## src/include/fetch_consts.svh

```systemverilog
`ifndef FETCH_CONSTS_SVH
`define FETCH_CONSTS_SVH

// ==============================
// address map
// ==============================
// boot code lives outside the cached region
`define RESET_PC      32'h3000_0000
`define SDRAM_BASE    32'ha000_0000
// first address past the sdram window
`define SDRAM_LIMIT   32'ha200_0000

// ==============================
// cache geometry
// ==============================
`define CACHE_LINES   16
`define LINE_WORDS    4
`define WORD_OFF_BITS 2
`define INDEX_BITS    4
`define TAG_BITS      24
`define OFF_LSB       2
`define INDEX_LSB     (`OFF_LSB + `WORD_OFF_BITS)
`define TAG_LSB       (`INDEX_LSB + `INDEX_BITS)

// arlen counts beats minus one
`define BURST_LEN     (`LINE_WORDS - 1)
`define BURST_FIXED   2'b00
`define BURST_INCR    2'b01
`define JAL_OPCODE    7'b1101111

`endif

```

## src/source/fetch_types_pkg.sv

```systemverilog
`default_nettype none

`include "fetch_consts.svh"

package fetch_types_pkg;

	typedef logic [31:0] addr_t; // byte address
	typedef logic [31:0] inst_t; // one rv32 instruction word

	// fields of an address as the cache splits it
	typedef logic [`INDEX_BITS-1:0]    line_idx_t;
	typedef logic [`TAG_BITS-1:0]      line_tag_t;
	typedef logic [`WORD_OFF_BITS-1:0] word_off_t;

	typedef enum logic [1:0] {
		IDLE,    // retire slot empty
		HOLD,    // retiring and waiting for retire_ready
		REDIRECT // holding a jal while redirect pulses
	} jump_state_t;

endpackage

`default_nettype wire

```

## src/source/mem_bus_pkg.sv

```systemverilog
`default_nettype none

package mem_bus_pkg;

	typedef logic [1:0] burst_t;     // arburst encoding
	typedef logic [3:0] burst_len_t; // arlen, beats minus one
	typedef logic [1:0] resp_t;      // rresp encoding

	typedef enum logic [2:0] {
		LOOKUP,   // start an access or take the cache answer
		BUS_WAIT, // address phase and the beat of an uncached read
		REFILL,   // burst beats streaming into the cache
		DELIVER,  // word fetched while the consumer slot is still full
		DRAIN     // redirected and letting the old access run out
	} fetch_state_t;

endpackage

`default_nettype wire

```

## src/source/inst_fetch_unit.sv

```systemverilog
`timescale 1ns/1ps
`default_nettype none

`include "fetch_consts.svh"

module inst_fetch_unit
	import fetch_types_pkg::*, mem_bus_pkg::*;
(
	input  wire             clock,
	input  wire             arst_n,

	output addr_t           araddr,
	output logic            arvalid,
	input  wire             arready,
	output burst_t          arburst,
	output burst_len_t      arlen,
	input  wire inst_t      rdata,
	input  wire resp_t      rresp,
	input  wire             rlast,
	input  wire             rvalid,
	output logic            rready,

	output logic            cache_req,
	output addr_t           cache_addr,
	input  wire             cache_rvalid,
	input  wire             cache_hit,
	input  wire inst_t      cache_rdata,
	output logic            cache_wvalid,
	output addr_t           cache_waddr,
	output inst_t           cache_wdata,
	input  wire             cache_bvalid,

	output inst_t           inst,
	output addr_t           inst_pc,
	output logic            inst_valid,
	input  wire             inst_ready,
	input  wire             redirect,
	input  wire addr_t      redirect_pc
);

	fetch_state_t state;
	addr_t        pc;          // address of the access being worked on
	inst_t        fetch_data;  // word parked while the consumer slot is full
	word_off_t    beat_off;    // offset of the next refill beat
	word_off_t    ack_cnt;     // refill writes acknowledged so far
	logic         lookup_busy; // cache answer is due this cycle
	logic         bus_open;    // read issued and last beat not seen yet
	logic         refill_open; // refill writes not all acknowledged

	logic         in_sdram;
	word_off_t    pc_off;
	logic         beat;
	logic         incr_beat;
	logic         refill_done;
	logic         start_fixed;
	logic         start_incr;
	logic         result_valid;
	inst_t        result_word;
	logic         slot_free;
	logic         load_slot;

	// ==============================
	// request side
	// ==============================
	assign rready     = 1'b1; // rresp is taken as is and never checked
	assign in_sdram   = (pc >= `SDRAM_BASE) && (pc < `SDRAM_LIMIT);
	assign pc_off     = pc[`OFF_LSB +: `WORD_OFF_BITS];
	assign cache_addr = pc;
	assign cache_req  = (state == LOOKUP) && !lookup_busy && in_sdram && !redirect;

	assign start_fixed = (state == LOOKUP) && !lookup_busy && !in_sdram && !redirect;
	assign start_incr  = (state == LOOKUP) && lookup_busy && cache_rvalid && !cache_hit &&
		!redirect; // a miss turns straight into a line burst

	assign beat        = rvalid && rready;
	assign incr_beat   = beat && (arburst == `BURST_INCR);
	assign refill_done = refill_open && cache_bvalid &&
		(ack_cnt == word_off_t'(`BURST_LEN));

	// ==============================
	// result hand-off
	// ==============================
	always_comb begin
		result_valid = 1'b0;
		result_word  = fetch_data;
		case (state)
			LOOKUP: begin
				result_valid = lookup_busy && cache_rvalid && cache_hit;
				result_word  = cache_rdata;
			end
			BUS_WAIT: begin
				result_valid = beat && (arburst == `BURST_FIXED);
				result_word  = rdata;
			end
			REFILL:  result_valid = refill_done; // word was captured during the burst
			DELIVER: result_valid = 1'b1;
			default: result_valid = 1'b0;
		endcase
	end

	assign slot_free = !inst_valid || inst_ready;
	assign load_slot = result_valid && slot_free && !redirect;

	// ==============================
	// control
	// ==============================
	always_ff @(posedge clock or negedge arst_n) begin
		if (!arst_n) begin
			state        <= LOOKUP;
			pc           <= `RESET_PC;
			lookup_busy  <= 1'b0;
			bus_open     <= 1'b0;
			refill_open  <= 1'b0;
			beat_off     <= '0;
			ack_cnt      <= '0;
			arvalid      <= 1'b0;
			cache_wvalid <= 1'b0;
			inst_valid   <= 1'b0;
		end else begin
			if (arvalid && arready)
				arvalid <= 1'b0;
			if (cache_req)
				lookup_busy <= 1'b1;
			else if (cache_rvalid)
				lookup_busy <= 1'b0;
			if (beat && rlast)
				bus_open <= 1'b0;
			if (refill_done)
				refill_open <= 1'b0;
			if (incr_beat)
				beat_off <= beat_off + 1'b1;
			if (cache_bvalid)
				ack_cnt <= ack_cnt + 1'b1;
			cache_wvalid <= incr_beat; // each refill beat becomes one write
			if (inst_valid && inst_ready)
				inst_valid <= 1'b0;

			if (redirect) begin
				pc         <= redirect_pc;
				inst_valid <= 1'b0; // the held word is on the wrong path
				state      <= (lookup_busy || bus_open || refill_open) ? DRAIN : LOOKUP;
			end else begin
				case (state)
					LOOKUP: begin
						if (start_fixed || start_incr) begin
							arvalid  <= 1'b1;
							bus_open <= 1'b1;
							state    <= BUS_WAIT;
						end
						if (start_incr) begin
							refill_open <= 1'b1;
							beat_off    <= '0;
							ack_cnt     <= '0;
						end
					end
					BUS_WAIT: begin
						if (arvalid && arready && (arburst == `BURST_INCR))
							state <= REFILL;
					end
					DRAIN: begin
						if (!lookup_busy && !bus_open && !refill_open)
							state <= LOOKUP; // old access fully retired from the bus
					end
					default: ;
				endcase
				if (load_slot) begin
					inst_valid <= 1'b1;
					pc         <= pc + 32'd4;
					state      <= LOOKUP;
				end else if (result_valid) begin
					state <= DELIVER;
				end
			end
		end
	end

	// ==============================
	// payload
	// ==============================
	always_ff @(posedge clock) begin
		if (start_fixed) begin
			araddr  <= pc;
			arburst <= `BURST_FIXED;
			arlen   <= '0;
		end
		if (start_incr) begin
			araddr  <= pc & ~addr_t'(`LINE_WORDS * 4 - 1); // line aligned
			arburst <= `BURST_INCR;
			arlen   <= burst_len_t'(`BURST_LEN);
		end
		if (incr_beat) begin
			cache_waddr <= araddr | addr_t'({beat_off, 2'b00});
			cache_wdata <= rdata;
		end
		if (incr_beat && (beat_off == pc_off))
			fetch_data <= rdata; // the word the pc asked for
		else if (result_valid)
			fetch_data <= result_word;
		if (load_slot) begin
			inst    <= result_word;
			inst_pc <= pc;
		end
	end

endmodule

`default_nettype wire

```

## src/source/inst_cache.sv

```systemverilog
`timescale 1ns/1ps
`default_nettype none

`include "fetch_consts.svh"

module inst_cache
	import fetch_types_pkg::*;
(
	input  wire        clock,
	input  wire        arst_n,

	input  wire        cache_req,
	input  wire addr_t cache_addr,
	output logic       cache_rvalid,
	output logic       cache_hit,
	output inst_t      cache_rdata,

	input  wire        cache_wvalid,
	input  wire addr_t cache_waddr,
	input  wire inst_t cache_wdata,
	output logic       cache_bvalid
);

	// ==============================
	// storage
	// ==============================
	line_tag_t               tag_mem  [`CACHE_LINES];
	inst_t                   data_mem [`CACHE_LINES * `LINE_WORDS];
	logic [`CACHE_LINES-1:0] line_valid;

	line_idx_t rd_idx;
	line_tag_t rd_tag;
	word_off_t rd_off;
	line_idx_t wr_idx;
	line_tag_t wr_tag;
	word_off_t wr_off;
	logic      tag_match;
	logic      wr_first;
	logic      wr_last;

	// ==============================
	// address fields
	// ==============================
	assign rd_idx = cache_addr[`INDEX_LSB +: `INDEX_BITS];
	assign rd_tag = cache_addr[`TAG_LSB +: `TAG_BITS];
	assign rd_off = cache_addr[`OFF_LSB +: `WORD_OFF_BITS];

	assign wr_idx = cache_waddr[`INDEX_LSB +: `INDEX_BITS];
	assign wr_tag = cache_waddr[`TAG_LSB +: `TAG_BITS];
	assign wr_off = cache_waddr[`OFF_LSB +: `WORD_OFF_BITS];

	assign tag_match = line_valid[rd_idx] && (tag_mem[rd_idx] == rd_tag);
	assign wr_first  = cache_wvalid && (wr_off == '0);
	assign wr_last   = cache_wvalid && (wr_off == word_off_t'(`LINE_WORDS - 1));

	// ==============================
	// handshakes and valid bits
	// ==============================
	always_ff @(posedge clock or negedge arst_n) begin
		if (!arst_n) begin
			cache_rvalid <= 1'b0;
			cache_hit    <= 1'b0;
			cache_bvalid <= 1'b0;
			line_valid   <= '0;
		end else begin
			cache_rvalid <= cache_req;              // answer exactly one cycle later
			cache_hit    <= cache_req && tag_match;
			cache_bvalid <= cache_wvalid;           // one ack per refill word
			// a line is unusable while its words are being replaced
			if (wr_first)
				line_valid[wr_idx] <= 1'b0;
			else if (wr_last)
				line_valid[wr_idx] <= 1'b1;
		end
	end

	// ==============================
	// data and tag arrays
	// ==============================
	always_ff @(posedge clock) begin
		if (cache_req)
			cache_rdata <= data_mem[{rd_idx, rd_off}];
		if (cache_wvalid)
			data_mem[{wr_idx, wr_off}] <= cache_wdata;
		if (wr_last)
			tag_mem[wr_idx] <= wr_tag; // tag lands together with the valid bit
	end

endmodule

`default_nettype wire

```

## src/source/jump_stage.sv

```systemverilog
`timescale 1ns/1ps
`default_nettype none

`include "fetch_consts.svh"

module jump_stage
	import fetch_types_pkg::*;
(
	input  wire        clock,
	input  wire        arst_n,

	input  wire inst_t inst,
	input  wire addr_t inst_pc,
	input  wire        inst_valid,
	output logic       inst_ready,

	output logic       redirect,
	output addr_t      redirect_pc,

	output logic       retire_valid,
	output addr_t      retire_pc,
	output inst_t      retire_inst,
	input  wire        retire_ready
);

	jump_state_t state;
	logic        accept;
	logic        is_jal;
	addr_t       jal_imm;

	assign is_jal  = (inst[6:0] == `JAL_OPCODE);
	assign jal_imm = {{12{inst[31]}}, inst[19:12], inst[20], inst[30:21], 1'b0}; // j-type

	// nothing is taken while a redirect is going out
	assign inst_ready   = (state == IDLE) || ((state == HOLD) && retire_ready);
	assign accept       = inst_valid && inst_ready;
	assign redirect     = (state == REDIRECT);
	assign retire_valid = (state != IDLE);

	always_ff @(posedge clock or negedge arst_n) begin
		if (!arst_n) begin
			state <= IDLE;
		end else if (accept) begin
			state <= is_jal ? REDIRECT : HOLD;
		end else begin
			case (state)
				HOLD: begin
					if (retire_ready)
						state <= IDLE;
				end
				REDIRECT: state <= retire_ready ? IDLE : HOLD; // redirect lasts one cycle
				default:  state <= state;
			endcase
		end
	end

	always_ff @(posedge clock) begin
		if (accept) begin
			retire_pc   <= inst_pc;
			retire_inst <= inst;
			redirect_pc <= inst_pc + jal_imm;
		end
	end

endmodule

`default_nettype wire

```

## src/source/fetch_top.sv

```systemverilog
`timescale 1ns/1ps
`default_nettype none

module fetch_top
	import fetch_types_pkg::*, mem_bus_pkg::*;
(
	input  wire             clock,
	input  wire             arst_n,

	output wire addr_t      araddr,
	output wire             arvalid,
	input  wire             arready,
	output wire burst_t     arburst,
	output wire burst_len_t arlen,
	input  wire inst_t      rdata,
	input  wire resp_t      rresp,
	input  wire             rlast,
	input  wire             rvalid,

	output wire             retire_valid,
	output wire addr_t      retire_pc,
	output wire inst_t      retire_inst,
	input  wire             retire_ready
);

	wire        rready; // always high inside the fetch unit

	// ==============================
	// fetch unit to cache
	// ==============================
	wire        cache_req;
	wire addr_t cache_addr;
	wire        cache_rvalid;
	wire        cache_hit;
	wire inst_t cache_rdata;
	wire        cache_wvalid;
	wire addr_t cache_waddr;
	wire inst_t cache_wdata;
	wire        cache_bvalid;

	// ==============================
	// fetch unit to jump stage
	// ==============================
	wire inst_t inst;
	wire addr_t inst_pc;
	wire        inst_valid;
	wire        inst_ready;
	wire        redirect;
	wire addr_t redirect_pc;

	inst_fetch_unit fetch_unit_i (.*);

	inst_cache cache_i (.*);

	jump_stage jump_i (.*);

endmodule

`default_nettype wire

```

## config.mk

```make
export PLATFORM = sky130hd
export DESIGN_NAME = fetch_top
export DESIGN_NICKNAME = d
export VERILOG_FILES = /design/src/source/fetch_types_pkg.sv /design/src/source/mem_bus_pkg.sv /design/src/source/inst_fetch_unit.sv /design/src/source/inst_cache.sv /design/src/source/jump_stage.sv /design/src/source/fetch_top.sv
export VERILOG_INCLUDE_DIRS = /design/src /design/src/include
export SDC_FILE = /design/constraint.sdc
export NUM_CORES = 2
export LEC_CHECK = 0
export ABC_AREA = 1
export BUFFER_PORTS_ARGS = -buffer_cell sky130_fd_sc_hd__buf_2
export CORE_ASPECT_RATIO = 0.6
export CORE_UTILIZATION = 30
export DETAILED_ROUTE_END_ITERATION = 10
export PLACE_DENSITY = 0.54
export SYNTH_ARGS = -nofsm -noshare
export SYNTH_HDL_FRONTEND = slang
export SYNTH_HIERARCHICAL = 1
export SYNTH_SLANG_ARGS = --single-unit
```

## constraint.sdc

```tcl
create_clock -name clock -period 5.9 [get_ports clock]
set_clock_uncertainty 0.15 [all_clocks]
set_input_delay 1.18 -clock clock [delete_from_list [all_inputs] [get_ports clock]]
set_output_delay 1.18 -clock clock [all_outputs]
set_load 0.03 [all_outputs]
```

**Word-level counts from Yosys, hierarchy flattened**

Memory sizes are Yosys's and may differ from the RTL's. A register that Yosys moved wholly into a read port is not among the register bits.
Index checks and enable logic that the tools add are counted.

- Input bits: 40
- Memories kept: 2
- Logic and storage cells: 171
- Bits in writable memories: 2,432
- Register bits: 357
- Output and inout port bits: 104

- Mux-type cells: 56
- Order comparisons: 5
- Eq/ne operators: 15
- Reductions and logical operators: 58
- Add/sub/neg operators: 4
- Bitwise operators: 4

Memories:

| memory | words | width | read ports | clocked after memory_dff | write ports | RTL line | RTL |
|---|---|---|---|---|---|---|---|
| cache_i.data_mem | 64 | 32 | 1 | 1 | 1 | inst_cache.sv:28 | `` inst_t data_mem [`CACHE_LINES * `LINE_WORDS]; `` |
| cache_i.tag_mem | 16 | 24 | 1 | 0 | 1 | inst_cache.sv:27 | `` line_tag_t tag_mem [`CACHE_LINES]; `` |

Operator list:

| operator | number |
|---|---|
| 32-bit 2-to-1 mux | 6 |
| 32-bit case mux with 2 select lines | 1 |
| 32-bit by 3-bit adder with 32-bit output, second input constant | 1 |
| 32-bit adder | 1 |
| 32-bit greater-or-equal comparator, second input constant | 1 |
| 32-bit < comparator, second input constant | 1 |
| 16-bit 2-to-1 mux | 2 |
| 32-bit by 4-bit bitwise OR with 32-bit output | 1 |
| 1-bit logical AND | 31 |
| 24-bit equality test | 1 |
| 1-bit 2-to-1 mux | 24 |
| 2-bit 2-to-1 mux | 11 |
| 3-bit 2-to-1 mux | 7 |
| 16-bit AND | 1 |
| 16-bit inverter | 1 |
| 16-bit bitwise OR | 1 |
| 2-bit nonzero test | 6 |
| 4-bit by 5-bit < comparator with 1-bit output, second input constant | 2 |
| 5-bit by 1-bit inequality test with 1-bit output, second input constant | 2 |
| 3-bit case mux with 3 select lines | 1 |
| 7-bit equality test, second input constant | 1 |
| 1-bit logical NOT | 7 |
| 2-bit equality test, second input constant | 3 |
| 3-bit by 2-bit equality test with 1-bit output, second input constant | 2 |
| 19 further kinds | 27 |

**Logic depth before layout (Yosys ltp)**

- Depth in word-level cells: 11
- Depth in mapped cells: 17
- Gate-level depth less buffers: 15

**Modules after synthesis**

The synthesis kept the hierarchy.

Modules (own cells, without submodules):

| module | area each (um2) | instances | cells each | seq. area each (um2) |
|---|---|---|---|---|
| inst_cache | 99,101.3 | 1 | 7,795 | 74,466.4 |
| inst_fetch_unit | 10,144.7 | 1 | 960 | 6,874.1 |
| jump_stage | 5,278.8 | 1 | 583 | 2,902.8 |

**Worst setup path before layout**

OpenSTA, ideal clock, no wires.

- Path type: register -> register
- Start point: register fetch_unit_i.cache_waddr[5]
- End point: memory cache_i/data_mem[57][0] in the netlist's numbering, enable pin
- Path slack: 1.466 ns
- Cell stages (with the launch flop): 5
- Setup time: 0.501 ns
- Path buffers: 0
- Required time: 5.249 ns
- Arrival: 3.782 ns
- Period minus slack after synthesis: 4.434 ns
- Path through: edfxtp_1 -> inv_1 -> nor2_1 -> nand2_1 -> nor4_1

RTL lines:

| element | RTL line | RTL |
|---|---|---|
| start, declared | inst_fetch_unit.sv:29 | `output addr_t cache_waddr,` |
| start signal, assigned | inst_fetch_unit.sv:192 | `cache_waddr <= araddr \| addr_t'({beat_off, 2'b00});` |
| end, declared | inst_cache.sv:28 |  |

Straight into the memory's write port.

**Worst setup path in the final report**

- Start point: register fetch_unit_i.pc[3] (netlist: fetch_unit_i/cache_addr[3])
- End point: register cache_i.cache_rdata[22], read port of cache_i.data_mem (data pin)

- Longest elaborated chain between the ends: 4
- Elaborated cells on any way between the ends: 5

RTL lines:

| element | RTL line | RTL |
|---|---|---|
| start, declared | inst_fetch_unit.sv:42 | `addr_t pc;` |
| start signal, assigned | inst_fetch_unit.sv:110 | `` pc <= `RESET_PC; `` |
| start signal, assigned | inst_fetch_unit.sv:139 | `pc <= redirect_pc;` |
| start signal, assigned | inst_fetch_unit.sv:168 | `pc <= pc + 32'd4;` |
| 32-bit greater-or-equal comparator (no line) / 32-bit < comparator (equally long branches) | -- |  |
| 1-bit logical AND | inst_fetch_unit.sv:66 | `` assign in_sdram = (pc >= `SDRAM_BASE) && (pc < `SDRAM_LIMIT); `` |
| 1-bit logical AND (2 in a row) | inst_fetch_unit.sv:69 | `assign cache_req = (state == LOOKUP) && !lookup_busy && in_sdram && !redirect;` |
| end, declared | inst_cache.sv:16 | `output inst_t cache_rdata,` |

Several ways; a longest one is shown, not always the timed one.
A chain may end at the register's enable or synchronous reset.

==> out/qor.txt <==
Status - finished clean
Via density - 5.26
DRC viols - 0
Post-CTS Setup Inserts - 0
Post-CTS Resized - 0
Die Y-Extent - 480 um
Drt wl/cell - 24.9 um
Mapped Avg Cell Area - 12.3 um^2
PortBufs - 138
Post-route clock period utilization - 70.4%
Die area - 0.384 mm^2
Yosys warnings - 6
Vias in the first global route - 70800
Synth Instances - 9334
Power, Total - 52.3 mW
RSZ-0062 raised after global routing - false
Worst Setup Path Type - reg -> reg
Largest net degree at the start of global routing - 249
Worst setup EP type - flop
DRT met1 WL - 167 mm
Fin crit period - 4.16 ns
Crit path DAT - 4.74 ns
Max_slew headroom - 14.7%
Met2 wire length - 146 mm
Initial DRC count - 10500
Aggregate global routing overflow - 0
Hold buffer count at cts - 0
Die Wd - 799 um
Clk root buf - clkbuf_16
Peak Freq - 0.241 GHz
Placement Cell Area - 0.121 mm^2
Top Ports - 144
Vias - 76600
TNS Setup - 0 ns
Starting Density - 30.2%
Worst-margin pin slew - 1.28 ns
CP Launch Type - flop
Worst Path Required - 6.48 ns
CTS sink count - 2816
Pwr Density - 407 mW/mm^2
Final hold viol count - 0
Fraction of layout cells with a size suffix above 1 - 8.57%
Initial antenna violation count - 30
Final ANT Viol Nets - 0
Gpl congestion - 0.901
Core Util, Final - 33.9%
CTS tree - built
Fin area - 0.128 mm^2
H-tree levels - 4
Crit-path max FO - 171
Worst-path clk slew - 0.07 ns
Pre-antenna DRT Iters - 6
Worst-skew pair later-pin latency - 0.91 ns
Core Box Area - 0.379 mm^2
Final setup margin - 1.74 ns
P_leak - 42.9 nW
Worst VDD drop - 0.419 mV
Met3 routed WL - 41.7 mm
Topmost layer with routed signal wires - met5
Slew Limit Fails - 0
First-pass GRT wire length - 512 mm
Netlist Area Pre-Place - 0.114 mm^2
Area grow syn2layout - 12.2%
Fin nets - 9410
Inserted Clock Buffers - 242
Final setup fails - 0
Max-cap violation count - 0
DRT Wirelength - 363 mm
GRT Total Usage - 18.2%
FP Rows - 175
Max clock buf depth - 4
Dpl ws - 2.02 ns
DPL Wire Length - 206 mm
Min-Delay Path Class - reg -> reg
state kept, by name (all words and copies together) (netlist names), 2 cells and up, named ones only:
register / flops
cache_i/tag_mem: 384
fetch_unit_i/ack_cnt: 2
cache_i/data_mem: 2048
fetch_unit_i/state: 3
jump_i/retire_inst: 32
fetch_unit_i/cache_waddr: 30
fetch_unit_i/araddr: 32
jump_i/redirect_pc: 32
cache_i/cache_rdata: 32
jump_i/state: 2
fetch_unit_i/fetch_data: 32
fetch_unit_i/cache_addr: 32
fetch_unit_i/inst_pc: 32
fetch_unit_i/beat_off: 2
fetch_unit_i/inst: 32
fetch_unit_i/cache_wdata: 32
jump_i/retire_pc: 31
layout make-up:
type                    count  area (um^2)
multi-input cells        5572        26300
well taps                5044         6310
flip-flops and latches   2816        84200
repair buffers            329         2440
fillers                 36900       251000
clock buffers             299         6450
diodes                      1         2.50
clock inverters           135         1230
inverters                 372         1470
per-stage QoR:
step           std cells  hold slack [ns]
2_1_floorplan       9336            0.202
3_3_place_gp       14100            0.251
3_5_place_dp       14100            0.261
4_1_cts            14600            0.248
5_1_grt            14600            0.276
6_report           14600            0.272
layout by cell type (no fill, tap or decap), drive strengths merged, types with 64 or more instances in the layout:
master and instances:
nand3 603, nor2 1383, edfxtp 2745, nand2 1554
o22ai 541, o211ai 64, clkbuf 299, inv 373
dfrtp 64, buf 329, o21ai 1207, clkinv 106
a21oi 77
routing by layer:
layer	global-route usage, %	vias up
met3	4.55	509
met1	28.5	38700
met5	0	-
met4	3.70	2
met2	25.1	3973
li1	-	33400
critical path, cell delays in order (launching register included):
cell and delay (ns):
dfrtp_4 0.72, inv_16 0.55, buf_4 0.56, o21ai_0 0.17
o22ai_1 0.21, o21ai_1 0.11, o22ai_1 0.74, nand2_1 0.20
nand2_1 0.12, nand2_1 0.05, nand2_1 0.12
path summary, 6_finish.rpt:
path | depth (start not counted) | startpoint | slack, ns | endpoint
max | 10 | fetch_unit_i/cache_addr[3] | 1.74 | cache_i/cache_rdata[22]
min | 0 | fetch_unit_i/inst[10] | 0.27 | jump_i/retire_inst[10]
max reg2reg | 10 | fetch_unit_i/cache_addr[3] | 1.74 | cache_i/cache_rdata[22]
min reg2reg | 0 | fetch_unit_i/inst[10] | 0.27 | jump_i/retire_inst[10]
max in group asynchronous | 1 | arst_n | 4.45 | fetch_unit_i/cache_addr[4]
min in group asynchronous | 1 | arst_n | 0.28 | fetch_unit_i/cache_addr[18]
report_power, final:
group          total, mW  switching, mW  internal, mW
clock network       16.2           7.46          8.72
logic               13.3           9.47          3.79
registers           22.8          0.658          22.2
total               52.3           17.6          34.7
Power figures use the tool's default switching activity.
